<file path="config.mk">
export PLATFORM = sky130hd
export DESIGN_NAME = smi_ctrl_top
export DESIGN_NICKNAME = d
export VERILOG_FILES = /design/src/design/smi_pkg.sv /design/src/design/regmap_pkg.sv /design/src/design/smi_shifter.sv /design/src/design/frame_bit_counter.sv /design/src/design/host_cmd_fsm.sv /design/src/design/sys_ctrl.sv /design/src/design/debug_trace_fifo.sv /design/src/design/smi_ctrl_top.sv
export SDC_FILE = /design/constraint.sdc
export NUM_CORES = 1
export LEC_CHECK = 0
export ABC_CLOCK_PERIOD_IN_PS = 3300
export BUFFER_PORTS_ARGS = -buffer_cell sky130_fd_sc_hd__buf_2
export CORE_ASPECT_RATIO = 0.8
export CORE_MARGIN = 2
export CORE_UTILIZATION = 40
export DETAILED_ROUTE_END_ITERATION = 12
export PLACE_DENSITY = 0.57
export SLEW_MARGIN = 40
export SYNTH_ARGS = -nofsm -noshare
export SYNTH_HDL_FRONTEND = slang
export SYNTH_SLANG_ARGS = --single-unit
</file>
<file path="constraint.sdc">
create_clock -name i_sys_clk -period 3.3 [get_ports i_sys_clk]
set_clock_uncertainty 0.1 [all_clocks]
set_input_delay 0.495 -clock i_sys_clk [delete_from_list [all_inputs] [get_ports i_sys_clk]]
set_output_delay 0.495 -clock i_sys_clk [all_outputs]
set_load 0.01 [all_outputs]
</file>
<file path="src/design/smi_pkg.sv">
package smi_pkg;

    // ----------------------------------------------------------
    // frame format
    // ----------------------------------------------------------
    localparam int CMD_WRITE_BIT = 7;   // 1 = host write
    localparam int CMD_BLOCK_LSB = 5;
    localparam int CMD_BLOCK_W   = 2;
    localparam int IOC_W         = 5;
    localparam int DATA_W        = 8;
    localparam int FRAME_BITS    = 16;  // command byte + data byte

    // block select field of the command byte
    typedef enum logic [CMD_BLOCK_W-1:0] {
        BLK_SYS_CTRL   = 2'd0,
        BLK_TRACE_FIFO = 2'd1,
        BLK_UNUSED_2   = 2'd2,
        BLK_UNUSED_3   = 2'd3
    } smi_block_e;

    // host frame FSM
    typedef enum logic [2:0] {
        ST_IDLE,
        ST_CMD,     // shifting in the command byte
        ST_DECODE,  // command latched, fetch goes out here
        ST_DATA,    // second byte in flight
        ST_COMMIT   // load strobe for writes
    } frame_state_e;

endpackage

</file>
<file path="src/design/regmap_pkg.sv">
package regmap_pkg;

    // ----------------------------------------------------------
    // IOC codes
    // ----------------------------------------------------------
    // codes are per block, so the fifo ones reuse sys_ctrl values
    typedef enum logic [smi_pkg::IOC_W-1:0] {
        IOC_MODULE_VERSION = 5'd0,  // read only
        IOC_SYSTEM_VERSION = 5'd1,  // read only
        IOC_MANU_ID        = 5'd2,  // read only
        IOC_ERROR_STATE    = 5'd3,  // read only, clears on read
        IOC_DEBUG_MODES    = 5'd5   // write only, reads 0
    } ioc_e;

    localparam ioc_e IOC_FIFO_DATA  = ioc_e'(5'd0);  // write pushes, read pops
    localparam ioc_e IOC_FIFO_LEVEL = ioc_e'(5'd1);  // read only

    // ----------------------------------------------------------
    // constant registers
    // ----------------------------------------------------------
    localparam logic [7:0] MODULE_VERSION = 8'h01;
    localparam logic [7:0] SYSTEM_VERSION = 8'h01;
    localparam logic [7:0] MANU_ID        = 8'h5c;

    // bits 7:4 of the error list read as zero
    localparam int ERR_FIFO_OVF    = 0;
    localparam int ERR_FIFO_UNF    = 1;
    localparam int ERR_BAD_BLOCK   = 2;
    localparam int ERR_SHORT_FRAME = 3;

endpackage

</file>
<file path="src/design/smi_shifter.sv">
`timescale 1ns/100ps

module smi_shifter (
    input  logic                       i_sys_clk,
    input  logic                       i_rst_b,
    input  logic                       i_smi_cs_b,
    input  logic                       i_smi_clk,
    input  logic                       i_smi_mosi,
    input  logic                       i_tx_load,
    input  logic [smi_pkg::DATA_W-1:0] i_tx_byte,
    output logic                       o_smi_miso,
    output logic                       o_bit_strobe,
    output logic                       o_frame_start,
    output logic                       o_frame_end,
    output logic [smi_pkg::DATA_W-1:0] o_rx_byte
);
    import smi_pkg::*;

    logic [2:0]        cs_pipe;    // [1] synced, [2] previous
    logic [2:0]        clk_pipe;
    logic [1:0]        mosi_pipe;
    logic              cs_active;
    logic              clk_rise;
    logic              clk_fall;
    logic [DATA_W-1:0] tx_sr;
    logic              tx_hold;    // skip the fall right after a load

    assign cs_active  = ~cs_pipe[1];
    assign clk_rise   = clk_pipe[1] & ~clk_pipe[2];
    assign clk_fall   = ~clk_pipe[1] & clk_pipe[2];
    assign o_smi_miso = tx_sr[DATA_W-1];

    always_ff @(posedge i_sys_clk or negedge i_rst_b) begin
        if (!i_rst_b) begin
            cs_pipe       <= 3'b111;  // deselected
            clk_pipe      <= '0;
            mosi_pipe     <= '0;
            o_bit_strobe  <= 1'b0;
            o_frame_start <= 1'b0;
            o_frame_end   <= 1'b0;
            o_rx_byte     <= '0;
            tx_sr         <= '0;
            tx_hold       <= 1'b0;
        end else begin
            cs_pipe   <= {cs_pipe[1:0], i_smi_cs_b};
            clk_pipe  <= {clk_pipe[1:0], i_smi_clk};
            mosi_pipe <= {mosi_pipe[0], i_smi_mosi};

            o_bit_strobe  <= clk_rise & cs_active;
            o_frame_start <= cs_pipe[2] & ~cs_pipe[1];
            o_frame_end   <= ~cs_pipe[2] & cs_pipe[1];

            if (clk_rise && cs_active) begin
                o_rx_byte <= {o_rx_byte[DATA_W-2:0], mosi_pipe[1]};  // msb first
            end

            // msb sits on miso as soon as a byte is loaded
            if (o_frame_start) begin
                tx_sr   <= '0;
                tx_hold <= 1'b0;
            end else if (i_tx_load) begin
                tx_sr   <= i_tx_byte;
                tx_hold <= 1'b1;
            end else if (clk_fall && cs_active) begin
                if (tx_hold) begin
                    tx_hold <= 1'b0;
                end else begin
                    tx_sr <= {tx_sr[DATA_W-2:0], 1'b0};
                end
            end
        end
    end

endmodule

</file>
<file path="src/design/frame_bit_counter.sv">
`timescale 1ns/100ps

module frame_bit_counter (
    input  logic       i_sys_clk,
    input  logic       i_rst_b,
    input  logic       i_frame_start,
    input  logic       i_bit_strobe,
    output logic [4:0] o_bit_count,
    output logic       o_byte_done,
    output logic       o_second_byte
);
    import smi_pkg::*;

    logic at_limit;

    assign at_limit = (o_bit_count == 5'(FRAME_BITS));

    // strobe that completes bit 8 or bit 16
    assign o_byte_done   = i_bit_strobe &
                           ((o_bit_count == 5'(DATA_W - 1)) ||
                            (o_bit_count == 5'(FRAME_BITS - 1)));
    assign o_second_byte = (o_bit_count >= 5'(DATA_W));

    always_ff @(posedge i_sys_clk or negedge i_rst_b) begin
        if (!i_rst_b) begin
            o_bit_count <= '0;
        end else if (i_frame_start) begin
            o_bit_count <= '0;
        end else if (i_bit_strobe && !at_limit) begin
            o_bit_count <= o_bit_count + 5'd1;  // extra bits are dropped
        end
    end

endmodule

</file>
<file path="src/design/host_cmd_fsm.sv">
`timescale 1ns/100ps

module host_cmd_fsm (
    input  logic                       i_sys_clk,
    input  logic                       i_rst_b,
    input  logic                       i_frame_start,
    input  logic                       i_frame_end,
    input  logic                       i_byte_done,
    input  logic                       i_second_byte,
    input  logic [smi_pkg::DATA_W-1:0] i_rx_byte,
    output logic                       o_cs_sys,
    output logic                       o_cs_fifo,
    output logic                       o_fetch_cmd,
    output logic                       o_load_cmd,
    output regmap_pkg::ioc_e           o_ioc,
    output logic                       o_tx_load,
    output logic                       o_frame_err,
    output smi_pkg::smi_block_e        o_block
);
    import smi_pkg::*;
    import regmap_pkg::*;

    frame_state_e      state;
    logic [DATA_W-1:0] cmd_q;       // command byte, held for the frame
    logic              cmd_wr;
    logic              cmd_seen;
    logic              blk_ok;
    logic              short_frame;

    assign cmd_wr  = cmd_q[CMD_WRITE_BIT];
    assign o_ioc   = ioc_e'(cmd_q[IOC_W-1:0]);
    assign o_block = smi_block_e'(cmd_q[CMD_BLOCK_LSB +: CMD_BLOCK_W]);
    assign blk_ok  = (o_block == BLK_SYS_CTRL) || (o_block == BLK_TRACE_FIFO);

    assign cmd_seen = (state == ST_DECODE) || (state == ST_DATA) || (state == ST_COMMIT);

    // ----------------------------------------------------------
    // strobes and selects
    // ----------------------------------------------------------
    assign o_cs_sys    = cmd_seen && (o_block == BLK_SYS_CTRL);
    assign o_cs_fifo   = cmd_seen && (o_block == BLK_TRACE_FIFO);
    assign o_fetch_cmd = (state == ST_DECODE) && !cmd_wr && blk_ok;
    assign o_load_cmd  = (state == ST_COMMIT) && cmd_wr && blk_ok;

    // select went high before all 16 bits were in
    assign short_frame = i_frame_end &&
                         ((state == ST_CMD) || (state == ST_DECODE) || (state == ST_DATA));
    assign o_frame_err = ((state == ST_DECODE) && !blk_ok) || short_frame;

    // ----------------------------------------------------------
    // state register
    // ----------------------------------------------------------
    always_ff @(posedge i_sys_clk or negedge i_rst_b) begin
        if (!i_rst_b) begin
            state     <= ST_IDLE;
            cmd_q     <= '0;
            o_tx_load <= 1'b0;
        end else begin
            o_tx_load <= o_fetch_cmd;  // read data is registered by then

            if (i_frame_start) begin
                state <= ST_CMD;
                cmd_q <= '0;
            end else begin
                case (state)
                    ST_CMD: begin
                        if (i_frame_end) begin
                            state <= ST_IDLE;
                        end else if (i_byte_done && !i_second_byte) begin
                            cmd_q <= i_rx_byte;
                            state <= ST_DECODE;
                        end
                    end
                    ST_DECODE: state <= i_frame_end ? ST_IDLE : ST_DATA;
                    ST_DATA: begin
                        if (i_frame_end) begin
                            state <= ST_IDLE;
                        end else if (i_byte_done && i_second_byte) begin
                            state <= ST_COMMIT;
                        end
                    end
                    default: state <= ST_IDLE;  // commit lasts one cycle
                endcase
            end
        end
    end

endmodule

</file>
<file path="src/design/sys_ctrl.sv">
`timescale 1ns/100ps

module sys_ctrl (
    input  logic                       i_sys_clk,
    input  logic                       i_rst_b,
    input  regmap_pkg::ioc_e           i_ioc,
    input  logic [smi_pkg::DATA_W-1:0] i_data_in,
    output logic [smi_pkg::DATA_W-1:0] o_data_out,
    input  logic                       i_cs,
    input  logic                       i_fetch_cmd,
    input  logic                       i_load_cmd,
    input  logic [smi_pkg::DATA_W-1:0] i_err_set,
    output logic                       o_debug_fifo_push,
    output logic                       o_debug_fifo_pull,
    output logic                       o_debug_smi_test
);
    import smi_pkg::*;
    import regmap_pkg::*;

    logic [DATA_W-1:0] err_q;    // sticky error list
    logic              err_clr;

    assign err_clr = i_cs & i_fetch_cmd & (i_ioc == IOC_ERROR_STATE);

    always_ff @(posedge i_sys_clk or negedge i_rst_b) begin
        if (!i_rst_b) begin
            err_q             <= '0;
            o_debug_fifo_push <= 1'b0;
            o_debug_fifo_pull <= 1'b0;
            o_debug_smi_test  <= 1'b0;
        end else begin
            // new events win over the clear
            err_q <= (err_q & ~{DATA_W{err_clr}}) | i_err_set;
            if (i_cs && i_load_cmd && (i_ioc == IOC_DEBUG_MODES)) begin
                o_debug_fifo_push <= i_data_in[0];
                o_debug_fifo_pull <= i_data_in[1];
                o_debug_smi_test  <= i_data_in[2];
            end
        end
    end

    // ----------------------------------------------------------
    // read decode
    // ----------------------------------------------------------
    always_ff @(posedge i_sys_clk) begin
        if (i_cs && i_fetch_cmd) begin
            case (i_ioc)
                IOC_MODULE_VERSION: o_data_out <= MODULE_VERSION;
                IOC_SYSTEM_VERSION: o_data_out <= SYSTEM_VERSION;
                IOC_MANU_ID:        o_data_out <= MANU_ID;
                IOC_ERROR_STATE:    o_data_out <= err_q;
                default:            o_data_out <= '0;  // debug modes too
            endcase
        end
    end

endmodule

</file>
<file path="src/design/debug_trace_fifo.sv">
`timescale 1ns/100ps

module debug_trace_fifo #(
    parameter int FIFO_DEPTH = 8    // power of two
) (
    input  logic                       i_sys_clk,
    input  logic                       i_rst_b,
    input  regmap_pkg::ioc_e           i_ioc,
    input  logic [smi_pkg::DATA_W-1:0] i_data_in,
    output logic [smi_pkg::DATA_W-1:0] o_data_out,
    input  logic                       i_cs,
    input  logic                       i_fetch_cmd,
    input  logic                       i_load_cmd,
    input  logic                       i_snoop_en,
    input  logic                       i_peek,
    output logic                       o_overflow,
    output logic                       o_underflow
);
    import smi_pkg::*;
    import regmap_pkg::*;

    localparam int AW = $clog2(FIFO_DEPTH);

    logic [DATA_W-1:0] mem [FIFO_DEPTH];
    logic [AW-1:0]     wr_ptr;
    logic [AW-1:0]     rd_ptr;
    logic [AW:0]       level;
    logic              full;
    logic              empty;
    logic              is_data;
    logic              push;
    logic              data_rd;
    logic              pop;

    assign full    = (level == (AW+1)'(FIFO_DEPTH));
    assign empty   = (level == '0);
    assign is_data = (i_ioc == IOC_FIFO_DATA);

    // snoop mode takes every host write, whatever the block
    assign push    = i_load_cmd & ((i_cs & is_data) | i_snoop_en);
    assign data_rd = i_cs & i_fetch_cmd & is_data;
    assign pop     = data_rd & ~i_peek;

    always_ff @(posedge i_sys_clk or negedge i_rst_b) begin
        if (!i_rst_b) begin
            wr_ptr      <= '0;
            rd_ptr      <= '0;
            level       <= '0;
            o_overflow  <= 1'b0;
            o_underflow <= 1'b0;
        end else begin
            o_overflow  <= push & full;   // byte dropped
            o_underflow <= pop & empty;
            if (push && !full) begin
                wr_ptr <= wr_ptr + 1'b1;
                level  <= level + 1'b1;
            end else if (pop && !empty) begin
                rd_ptr <= rd_ptr + 1'b1;
                level  <= level - 1'b1;
            end
        end
    end

    always_ff @(posedge i_sys_clk) begin
        if (push && !full) begin
            mem[wr_ptr] <= i_data_in;
        end
        if (i_cs && i_fetch_cmd) begin
            if (is_data) begin
                o_data_out <= empty ? '0 : mem[rd_ptr];
            end else if (i_ioc == IOC_FIFO_LEVEL) begin
                o_data_out <= DATA_W'(level);
            end else begin
                o_data_out <= '0;
            end
        end
    end

endmodule

</file>
<file path="src/design/smi_ctrl_top.sv">
`timescale 1ns/100ps

module smi_ctrl_top #(
    parameter int FIFO_DEPTH = 8
) (
    input  logic i_sys_clk,
    input  logic i_rst_b,
    input  logic i_smi_cs_b,
    input  logic i_smi_clk,
    input  logic i_smi_mosi,
    output logic o_smi_miso,
    output logic o_debug_smi_test
);
    import smi_pkg::*;
    import regmap_pkg::*;

    logic              bit_strobe;
    logic              frame_start;
    logic              frame_end;
    logic [DATA_W-1:0] rx_byte;
    logic [DATA_W-1:0] tx_byte;
    logic              tx_load;
    logic              byte_done;
    logic              second_byte;
    logic              cs_sys;
    logic              cs_fifo;
    logic              fetch_cmd;
    logic              load_cmd;
    ioc_e              ioc;
    smi_block_e        block;
    logic              frame_err;
    logic              bad_block;
    logic [DATA_W-1:0] sys_data;
    logic [DATA_W-1:0] fifo_data;
    logic [DATA_W-1:0] rd_data;
    logic [DATA_W-1:0] err_set;
    logic              fifo_ovf;
    logic              fifo_unf;
    logic              debug_fifo_push;
    logic              debug_fifo_pull;

    // ----------------------------------------------------------
    // read data mux
    // ----------------------------------------------------------
    assign rd_data   = (block == BLK_TRACE_FIFO) ? fifo_data : sys_data;
    assign tx_byte   = o_debug_smi_test ? rx_byte : rd_data;  // echo command byte
    assign bad_block = (block != BLK_SYS_CTRL) && (block != BLK_TRACE_FIFO);

    // a short frame after a bad select counts as bad block only
    always_comb begin
        err_set                  = '0;
        err_set[ERR_FIFO_OVF]    = fifo_ovf;
        err_set[ERR_FIFO_UNF]    = fifo_unf;
        err_set[ERR_BAD_BLOCK]   = frame_err & bad_block;
        err_set[ERR_SHORT_FRAME] = frame_err & ~bad_block;
    end

    smi_shifter u_shifter (
        .i_sys_clk     (i_sys_clk),
        .i_rst_b       (i_rst_b),
        .i_smi_cs_b    (i_smi_cs_b),
        .i_smi_clk     (i_smi_clk),
        .i_smi_mosi    (i_smi_mosi),
        .i_tx_load     (tx_load),
        .i_tx_byte     (tx_byte),
        .o_smi_miso    (o_smi_miso),
        .o_bit_strobe  (bit_strobe),
        .o_frame_start (frame_start),
        .o_frame_end   (frame_end),
        .o_rx_byte     (rx_byte)
    );

    frame_bit_counter u_bit_counter (
        .i_sys_clk     (i_sys_clk),
        .i_rst_b       (i_rst_b),
        .i_frame_start (frame_start),
        .i_bit_strobe  (bit_strobe),
        .o_bit_count   (),
        .o_byte_done   (byte_done),
        .o_second_byte (second_byte)
    );

    host_cmd_fsm u_cmd_fsm (
        .i_sys_clk     (i_sys_clk),
        .i_rst_b       (i_rst_b),
        .i_frame_start (frame_start),
        .i_frame_end   (frame_end),
        .i_byte_done   (byte_done),
        .i_second_byte (second_byte),
        .i_rx_byte     (rx_byte),
        .o_cs_sys      (cs_sys),
        .o_cs_fifo     (cs_fifo),
        .o_fetch_cmd   (fetch_cmd),
        .o_load_cmd    (load_cmd),
        .o_ioc         (ioc),
        .o_tx_load     (tx_load),
        .o_frame_err   (frame_err),
        .o_block       (block)
    );

    sys_ctrl u_sys_ctrl (
        .i_sys_clk         (i_sys_clk),
        .i_rst_b           (i_rst_b),
        .i_ioc             (ioc),
        .i_data_in         (rx_byte),
        .o_data_out        (sys_data),
        .i_cs              (cs_sys),
        .i_fetch_cmd       (fetch_cmd),
        .i_load_cmd        (load_cmd),
        .i_err_set         (err_set),
        .o_debug_fifo_push (debug_fifo_push),
        .o_debug_fifo_pull (debug_fifo_pull),
        .o_debug_smi_test  (o_debug_smi_test)
    );

    debug_trace_fifo #(
        .FIFO_DEPTH (FIFO_DEPTH)
    ) u_trace_fifo (
        .i_sys_clk   (i_sys_clk),
        .i_rst_b     (i_rst_b),
        .i_ioc       (ioc),
        .i_data_in   (rx_byte),
        .o_data_out  (fifo_data),
        .i_cs        (cs_fifo),
        .i_fetch_cmd (fetch_cmd),
        .i_load_cmd  (load_cmd),
        .i_snoop_en  (debug_fifo_push),
        .i_peek      (debug_fifo_pull),
        .o_overflow  (fifo_ovf),
        .o_underflow (fifo_unf)
    );

endmodule

</file>
==> key figures, run 1 <==
Synth
  – Post-synth EDFFs: 80
  – Yosys warns: 0
  – Net Count, Synth: 418
  – Seq cells post-synth: 148
  – Cell taking the most area after synthesis: edfxtp_1
  – Top cell type's share of synthesized area: 38.9%
  – Seq/Total Area, Yosys: 66.5%
  – Dominant synthesized flop cell: edfxtp_1
  – Post-Synthesis Cells: 405
  – Async S/R FF share, synth: 45.9%
  – Synth Cell Area: 6180 sq um
  – Yosys cell types: 63
  – Synth area leaders: edfxtp_1 39%, dfrtp_1 26%, mux4_2 5.8%, mux2i_1 2.8%, mux2_2 2.0%
  – Average cell area after synthesis: 15.3 sq um

Die
  – Initial Utilization: 41.0%
  – Die X: 143 microns
  – Die height: 115 microns
  – Ports: 7
  – CORE AREA: 15100 sq um
  – Row count: 40
  – Die area: 16500 sq um

Cells and area
  – Fillers: 1300
  – Nets: 443
  – Post-layout util: 47.6%
  – Layout Area Growth over Synthesis: 16.1%
  – Number of antenna diodes: 0
  – Cell Count, Final, Fillers Out: 653
  – Layout cells sized above 1: 23.0%

Drt
  – Routed vias: 3335
  – Routed WL: 12.2 mm
  – 1st-iter DRT viols: 267
  – DR WL/cell: 18.7 microns
  – First-pass iteration count of the detailed router: 4
  – Drc violations: 0
  – Antenna-violating nets left: 0
  – Routed vias/inst: 5.11

Clocking
  – Root Driver: clkbuf_16
  – CTS tree: yes
  – # H-tree levels: 4
  – Clock Latency Late Sink: 0.42 ns
  – Clock sinks: 148
  – CTS Buf Count: 17
  – Buffer depth of the longest clock path: 2
  – Post-CTS Setup Inserts: 0
  – Reg clk slew, reported paths: 0.06 ns

Power and ir drop
  – Pwr/cell area: 608 nW/um^2
  – Worst vdd ir: 0.000423 V
  – LEAKAGE: 2.75 nW

Place
  – DP Wirelength: 8.33 mm
  – Dpl cells: 620
  – Gp weighted congestion: 0.867
  – I/O Buffers: 6

STA
  – Fmax: 371 MHz
  – Setup violators final: 0
  – Worst-margin pin slew: 0.792 ns
  – RSZ-0062 raised after global routing: no
  – Final hold viol count: 0
  – Minimum clock period: 2.69 ns
  – Final Cycle Share: 81.6%
  – Total negative slack: 0 ns
  – Rel. slew slack: 46.8%
  – Max-slew violation count: 0

Worst setup path
  – Reg2reg start: u_cmd_fsm.cmd_q[2]$_DFFE_PN0P_
  – Worst-case reg-to-reg path depth: 9
  – Crit-path slowest cell: dfrtp_1
  – Crit path launch type: register
  – Critical Path AT: 2.93 ns
  – Worst reg2reg endpoint: u_trace_fifo.level[3]$_DFFE_PN0P_
  – Type of destination of the critical path: register
  – Worst setup path start: u_cmd_fsm.cmd_q[2]$_DFFE_PN0P_
  – Worst EP required: 3.54 ns
  – Max incr delay on CP: 0.41 ns
  – CP Class: reg2reg
  – CP cell instances: nor3_2 > o2111a_2 > o211a_4 > inv_4 > ha_1 > a21o_1 > a21oi_1 > mux2i_4 > xor2_1
  – CP Capture Point: u_trace_fifo.level[3]$_DFFE_PN0P_
  – Reg-to-reg slack, setup: 0.61 ns
  – CP max FO: 10

Global route
  – Initial antenna violation count: 0
  – Largest net degree at the start of global routing: 42
  – Vias in the first global route: 3476
  – Tot GR Track Use: 16.6%
  – Total gr overflow: 0
  – First-pass GRT wire length: 19.8 mm

Job
  – Max-Cap Viols: 0

Status
  – Outcome: finished, final reports clean

Min path
  – Hold crit path type: in2reg
per-layer routing:
metal,track usage [%],share of wire [%],up-vias
met3,4.87,3.6,5
li1,-,-,1597
met5,0,0,-
met4,4.75,0.62,0
met2,23.0,43,38
met1,25.3,53,1695
worst min path at each step:
stage	start	end	slack [ns]	cells after the start
detailed placement	u_shifter.clk_pipe[0]$_DFF_PN0_	u_shifter.clk_pipe[1]$_DFF_PN0_	0.24	0
global route	i_smi_cs_b	u_shifter.cs_pipe[0]$_DFF_PN1_	0.05	1
global placement	u_shifter.clk_pipe[0]$_DFF_PN0_	u_shifter.clk_pipe[1]$_DFF_PN0_	0.24	0
finish	i_smi_cs_b	u_shifter.cs_pipe[0]$_DFF_PN1_	0.08	1
CTS	i_smi_cs_b	u_shifter.cs_pipe[0]$_DFF_PN1_	0.06	1
floorplan	i_rst_b	u_bit_counter.o_bit_count[0]$_DFFE_PN0P_	0.1	0
placed cells by master (no fill, tap or decap), types with 2 or more instances in the layout:
cell,n
a21o_1,3
nor4b_1,2
ha_1,7
or3_1,2
clkbuf_16,21
nand3_1,3
nand2_1,26
a22o_1,9
buf_4,14
and2b_1,2
a21oi_1,10
xor2_1,5
dfstp_2,3
nor2b_1,2
inv_1,12
nor3_1,6
nor4_4,2
nor4b_2,2
clkbuf_8,3
dfrtp_1,64
xnor2_1,5
mux2i_1,17
mux2_2,11
o31a_1,2
o211ai_1,8
a211oi_1,8
mux4_2,16
buf_2,6
clkinv_4,2
and2_1,3
o21ai_0,14
edfxtp_1,80
nor2_1,25
nor3b_1,5
inv_4,4
a31oi_1,2
and3_1,4
synthesized netlist by cell type, drive strengths merged, types with 2 or more instances:
library cell	count
a211oi	8
a21o	3
a21oi	10
a22o	9
a31oi	2
and2	3
and2b	2
and3	4
buf	6
clkbuf	10
dfrtp	65
dfstp	3
edfxtp	80
ha	7
inv	13
mux2	13
mux2i	18
mux4	16
nand2	27
nand3	4
nand4b	2
nor2	25
nor2b	2
nor3	7
nor3b	5
nor4	3
nor4b	5
o2111a	2
o211ai	8
o21ai	15
o31a	2
or3	2
xnor2	5
xor2	5
final cells by class:
type | count | area (sq um) | area share (%)
flip-flops and latches | 148 | 4110 | 57.3
multi-input cells | 228 | 1960 | 27.4
clock buffers | 25 | 571 | 7.95
well taps | 210 | 263 | 3.66
repair buffers | 22 | 165 | 2.30
inverters | 13 | 51.3 | 0.715
clock inverters | 7 | 50.0 | 0.698
kinds of logic (layout without fill, tap and decap cells):
family | Yosys count | after routing | synth area share, %
AO/OA/AOI/OAI | 63 | 63 | 7.23
XOR/XNOR | 10 | 10 | 1.42
adder cells (fa/ha/maj) | 8 | 8 | 1.74
buffers and inverters | 29 | 67 | 1.96
flip-flops | 148 | 148 | 66.5
multiplexers | 47 | 47 | 11.4
AND/OR/NAND/NOR | 100 | 100 | 9.76
registers in the layout, summed over array words and instances, names as in the netlist, 2 cells and up:
| signal | flops |
|---|---|
| u_shifter.o_rx_byte | 8 |
| u_bit_counter.o_bit_count | 5 |
| u_sys_ctrl.o_data_out | 8 |
| u_trace_fifo.o_data_out | 8 |
| u_shifter.clk_pipe | 3 |
| u_trace_fifo.rd_ptr | 3 |
| u_sys_ctrl.err_q | 8 |
| u_trace_fifo.mem | 64 |
| u_trace_fifo.wr_ptr | 3 |
| u_shifter.cs_pipe | 3 |
| u_shifter.mosi_pipe | 2 |
| u_trace_fifo.level | 4 |
| u_cmd_fsm.cmd_q | 8 |
| u_cmd_fsm.state | 3 |
| u_shifter.tx_sr | 8 |
where the power goes:
part | leakage (nW) | switching (mW) | internal, mW
Combinational | 0.802 | 0.0584 | 0.0617
Clock | 0.312 | 0.741 | 1.21
Sequential | 1.64 | 0.184 | 2.11
repair_timing:
action	in CTS	in global routing
resized for setup	0	0
hold endpoints to repair	27	0
hold buffers	1	0
worst max-delay path, delay by kind of cell, from the launching register on:
family / cells / cell delay, ns
AO/OA/AOI/OAI: 4 / 0.95
XOR/XNOR: 1 / 0.15
adder cells (fa/ha/maj): 1 / 0.30
buffers and inverters: 1 / 0.09
flip-flops: 1 / 0.41
multiplexers: 1 / 0.28
AND/OR/NAND/NOR: 1 / 0.33
stage by stage:
step / hold slack [ns] / power [mW] / setup slack [ns] / cell area [sq um]
after detailed placement: 0.242 / 2.45 / 0.625 / 6540
final: 0.0765 / 4.36 / 0.608 / 7170
after CTS: 0.0572 / 4.40 / 0.610 / 7170
after global routing: 0.0454 / 4.52 / 0.429 / 7170
after floorplan: 0.0994 / 2.32 / 0.629 / 6180
after global placement: 0.241 / 2.44 / 0.672 / 6520
Note: power is estimated with default switching activity, not from simulation.
==> run 2, diff against run 1 <==
- ABC_AREA: not set -> 1
- ABC_CLOCK_PERIOD_IN_PS: 3300 -> 2650
- clock period: 3.3 -> 2.65 ns (I/O delays scaled with it)
==> key figures, run 2 <==
Clocking
  – Buffer depth of the longest clock path: 2 (unchanged)
  – Reg clk slew, reported paths: 0.06 ns (about the same)
  – # H-tree levels: 4 (unchanged)
  – Root Driver: clkbuf_16
  – Post-CTS Setup Inserts: 0 (unchanged)
  – Clock sinks: 148 (unchanged)
  – Clock Latency Late Sink: 0.41 ns (about the same)
  – CTS tree: yes
  – CTS Buf Count: 17 (unchanged)

Die
  – CORE AREA: 15100 sq um (+0.33%)
  – Die height: 116 microns (+0.43%)
  – Row count: 40 (unchanged)
  – Die area: 16600 sq um (+0.87%)
  – Ports: 7 (unchanged)
  – Initial Utilization: 41.2% (+0.23 points)
  – Die X: 144 microns (+0.43%)

Worst setup path
  – CP Class: reg2reg
  – Type of destination of the critical path: register
  – Crit path launch type: register
  – CP cell instances: nor2_4 > nand2_2 > nor2_4 > nand3_2 > nand2_2 > nand3_4 > ha_1 > nand2_1 > nor2_1 > nor2_1 > inv_1 > nand4_1 > nand3_1 > nand2_1 > inv_1
  – Crit-path slowest cell: dfrtp_1
  – Critical Path AT: 2.66 ns (-0.27 ns)
  – Reg-to-reg slack, setup: 0.20 ns (-0.41 ns)
  – Max incr delay on CP: 0.48 ns (+0.07 ns)
  – Worst EP required: 2.86 ns (-0.68 ns)
  – CP max FO: 16 (+6)

Synth
  – Top cell type's share of synthesized area: 38.5% (-0.34 points)
  – Top-count cell post-synth: nor2_1
  – Seq cells post-synth: 148 (unchanged)
  – Synth area leaders: edfxtp_1 39%, dfrtp_1 26%, nor2_1 5.4%, o21ai_0 5.4%, nand2_1 4.2%
  – Yosys warns: 0 (unchanged)
  – Average cell area after synthesis: 10.8 sq um (-29%)
  – Cell taking the most area after synthesis: edfxtp_1
  – Dominant synthesized flop cell: edfxtp_1
  – Seq/Total Area, Yosys: 65.9% (-0.59 points)
  – Post-Synthesis Cells: 577 (+42%)
  – Net Count, Synth: 590 (+41%)
  – Yosys cell types: 35 (-44%)
  – Synth Cell Area: 6230 sq um (+0.89%)
  – Post-synth EDFFs: 80 (unchanged)
  – Async S/R FF share, synth: 45.9% (unchanged)
  – Top post-synthesis cells by count: 90 x nor2_1, 80 x edfxtp_1, 70 x nand2_1, 67 x o21ai_0, 65 x dfrtp_1

Global route
  – Largest net degree at the start of global routing: 34 (-19%)
  – Tot GR Track Use: 17.2% (+0.64 points)
  – Vias in the first global route: 4098 (+18%)
  – Total gr overflow: 0 (unchanged)
  – First-pass GRT wire length: 21.5 mm (+8.5%)
  – Initial antenna violation count: 0 (unchanged)

Cells and area
  – Post-layout util: 47.5% (-0.083 points)
  – Number of antenna diodes: 0 (unchanged)
  – Commonest non-fill, non-tap cell in the layout: nor2_1
  – Layout Area Growth over Synthesis: 15.3%
  – Final instance area: 7180 sq um (+0.16%)
  – Nets: 619 (+40%)
  – Layout cells sized above 1: 11.1% (-12 points)
  – Max FFs per register: 64 (unchanged)
  – Cell Count, Final, Fillers Out: 829 (+27%)
  – Most frequent cells in the layout: 90 x nor2_1, 80 x edfxtp_1, 70 x nand2_1
  – Top reg by flops: u_trace_fifo.mem

Drt
  – DR WL/cell: 16.0 microns (-14%)
  – 1st-iter DRT viols: 308 (+15%)
  – First-pass iteration count of the detailed router: 5 (+1)
  – Routed vias: 4168 (+25%)
  – Antenna-violating nets left: 0 (unchanged)
  – Drc violations: 0 (unchanged)
  – Routed vias/inst: 5.03 (-1.6%)
  – Routed WL: 13.2 mm (+8.6%)

STA
  – Max-slew violation count: 0 (unchanged)
  – Minimum clock period: 2.45 ns (-0.245 ns)
  – Final hold viol count: 0 (unchanged)
  – Fmax: 409 MHz (+10%)
  – Worst-margin pin slew: 0.666 ns (-0.126 ns)
  – Final Cycle Share: 92.3% (+11 points)
  – Hold_ws: 0.246 ns (+0.170 ns)
  – Rel. slew slack: 55.6% (+8.8 points)
  – RSZ-0062 raised after global routing: no
  – Total negative slack: 0 ns (unchanged)
  – Setup violators final: 0 (unchanged)

Status
  – Outcome: finished, final reports clean

Place
  – Gp weighted congestion: 0.797 (-8.0%)
  – Cell Area, Placed: 6580 sq um (+0.65%)
  – Dpl cells: 793 (+28%)
  – I/O Buffers: 6 (unchanged)
  – DP Wirelength: 9.12 mm (+9.5%)

Power and ir drop
  – Worst vdd ir: 0.000544 V (+29%)
  – Pwr/cell area: 755 nW/um^2 (+24%)
  – LEAKAGE: 2.91 nW (+5.7%)

Min path
  – Hold crit path type: reg2reg

Job
  – Max-Cap Viols: 0 (unchanged)
run 2: cells by family (layout without fill, tap and decap cells):
kind of cell	after synthesis	in the layout	share of synthesized area, %
adders and majority gates	8	8	1.73
and+or+nand+nor	207	207	15.0
buffers and inverters	82	124	5.24
AOI/OAI and AO/OA	126	126	11.3
DFF	148	148	65.9
xor gates and xnor gates	6	6	0.843
run 2: power by group:
| part | switching [mW] | total, mW | internal (mW) |
|---|---|---|---|
| clock network | 0.884 | 2.26 | 1.38 |
| logic | 0.289 | 0.421 | 0.132 |
| registers | 0.130 | 2.75 | 2.62 |
run 2: timing repair:
item	CTS	global route
hold endpoints to repair	29	0
setup endpoints to repair	0	1
hold buffers	4	0
resized for setup	0	1
run 2: critical path, delay by kind of cell (launching register included):
family	cells	cell delay [ns]
adders and majority gates	1	0.36
buffers and inverters	2	0.13
DFF	1	0.48
and+or+nand+nor	12	1.26
run 2: per-layer routing:
layer | track usage, % | share of wire [%] | wire length (microns)
met1 | 24.9 | 50 | 6610
met2 | 25.4 | 44 | 5780
met3 | 4.34 | 5.1 | 681
met4 | 5.95 | 1.2 | 165
met5 | 0 | 0 | 0
run 2: metrics by stage:
stage	worst slack, ns	total power [mW]
6_report	0.203	5.43
5_1_grt	0.0344	5.65
4_1_cts	0.184	5.47
3_5_place_dp	0.204	3.20
3_3_place_gp	0.341	3.17
2_1_floorplan	0.193	3.02
run 2: area by class of cell:
cell class                 instances  area, sq um
clock buffer                      22          444
timing repair buffer              26          203
clock inverter                    10          108
sequential                       148         4110
tap                              210          263
multi-input combinational        347         1810
fill                            1396         7930
inverter                          66          248
run 2: final timing paths:
path                                                      to  cells after the start                            start
max in group asynchronous     u_shifter.cs_pipe[2]$_DFF_PN1_                      3                          i_rst_b
max reg2reg                u_trace_fifo.level[3]$_DFFE_PN0P_                     15   u_cmd_fsm.cmd_q[0]$_DFFE_PN0P_
min in group asynchronous     u_shifter.tx_sr[5]$_DFFE_PN0P_                      2                          i_rst_b
min reg2reg                  u_shifter.clk_pipe[1]$_DFF_PN0_                      0  u_shifter.clk_pipe[0]$_DFF_PN0_
max                        u_trace_fifo.level[3]$_DFFE_PN0P_                     15   u_cmd_fsm.cmd_q[0]$_DFFE_PN0P_
min                          u_shifter.clk_pipe[1]$_DFF_PN0_                      0  u_shifter.clk_pipe[0]$_DFF_PN0_
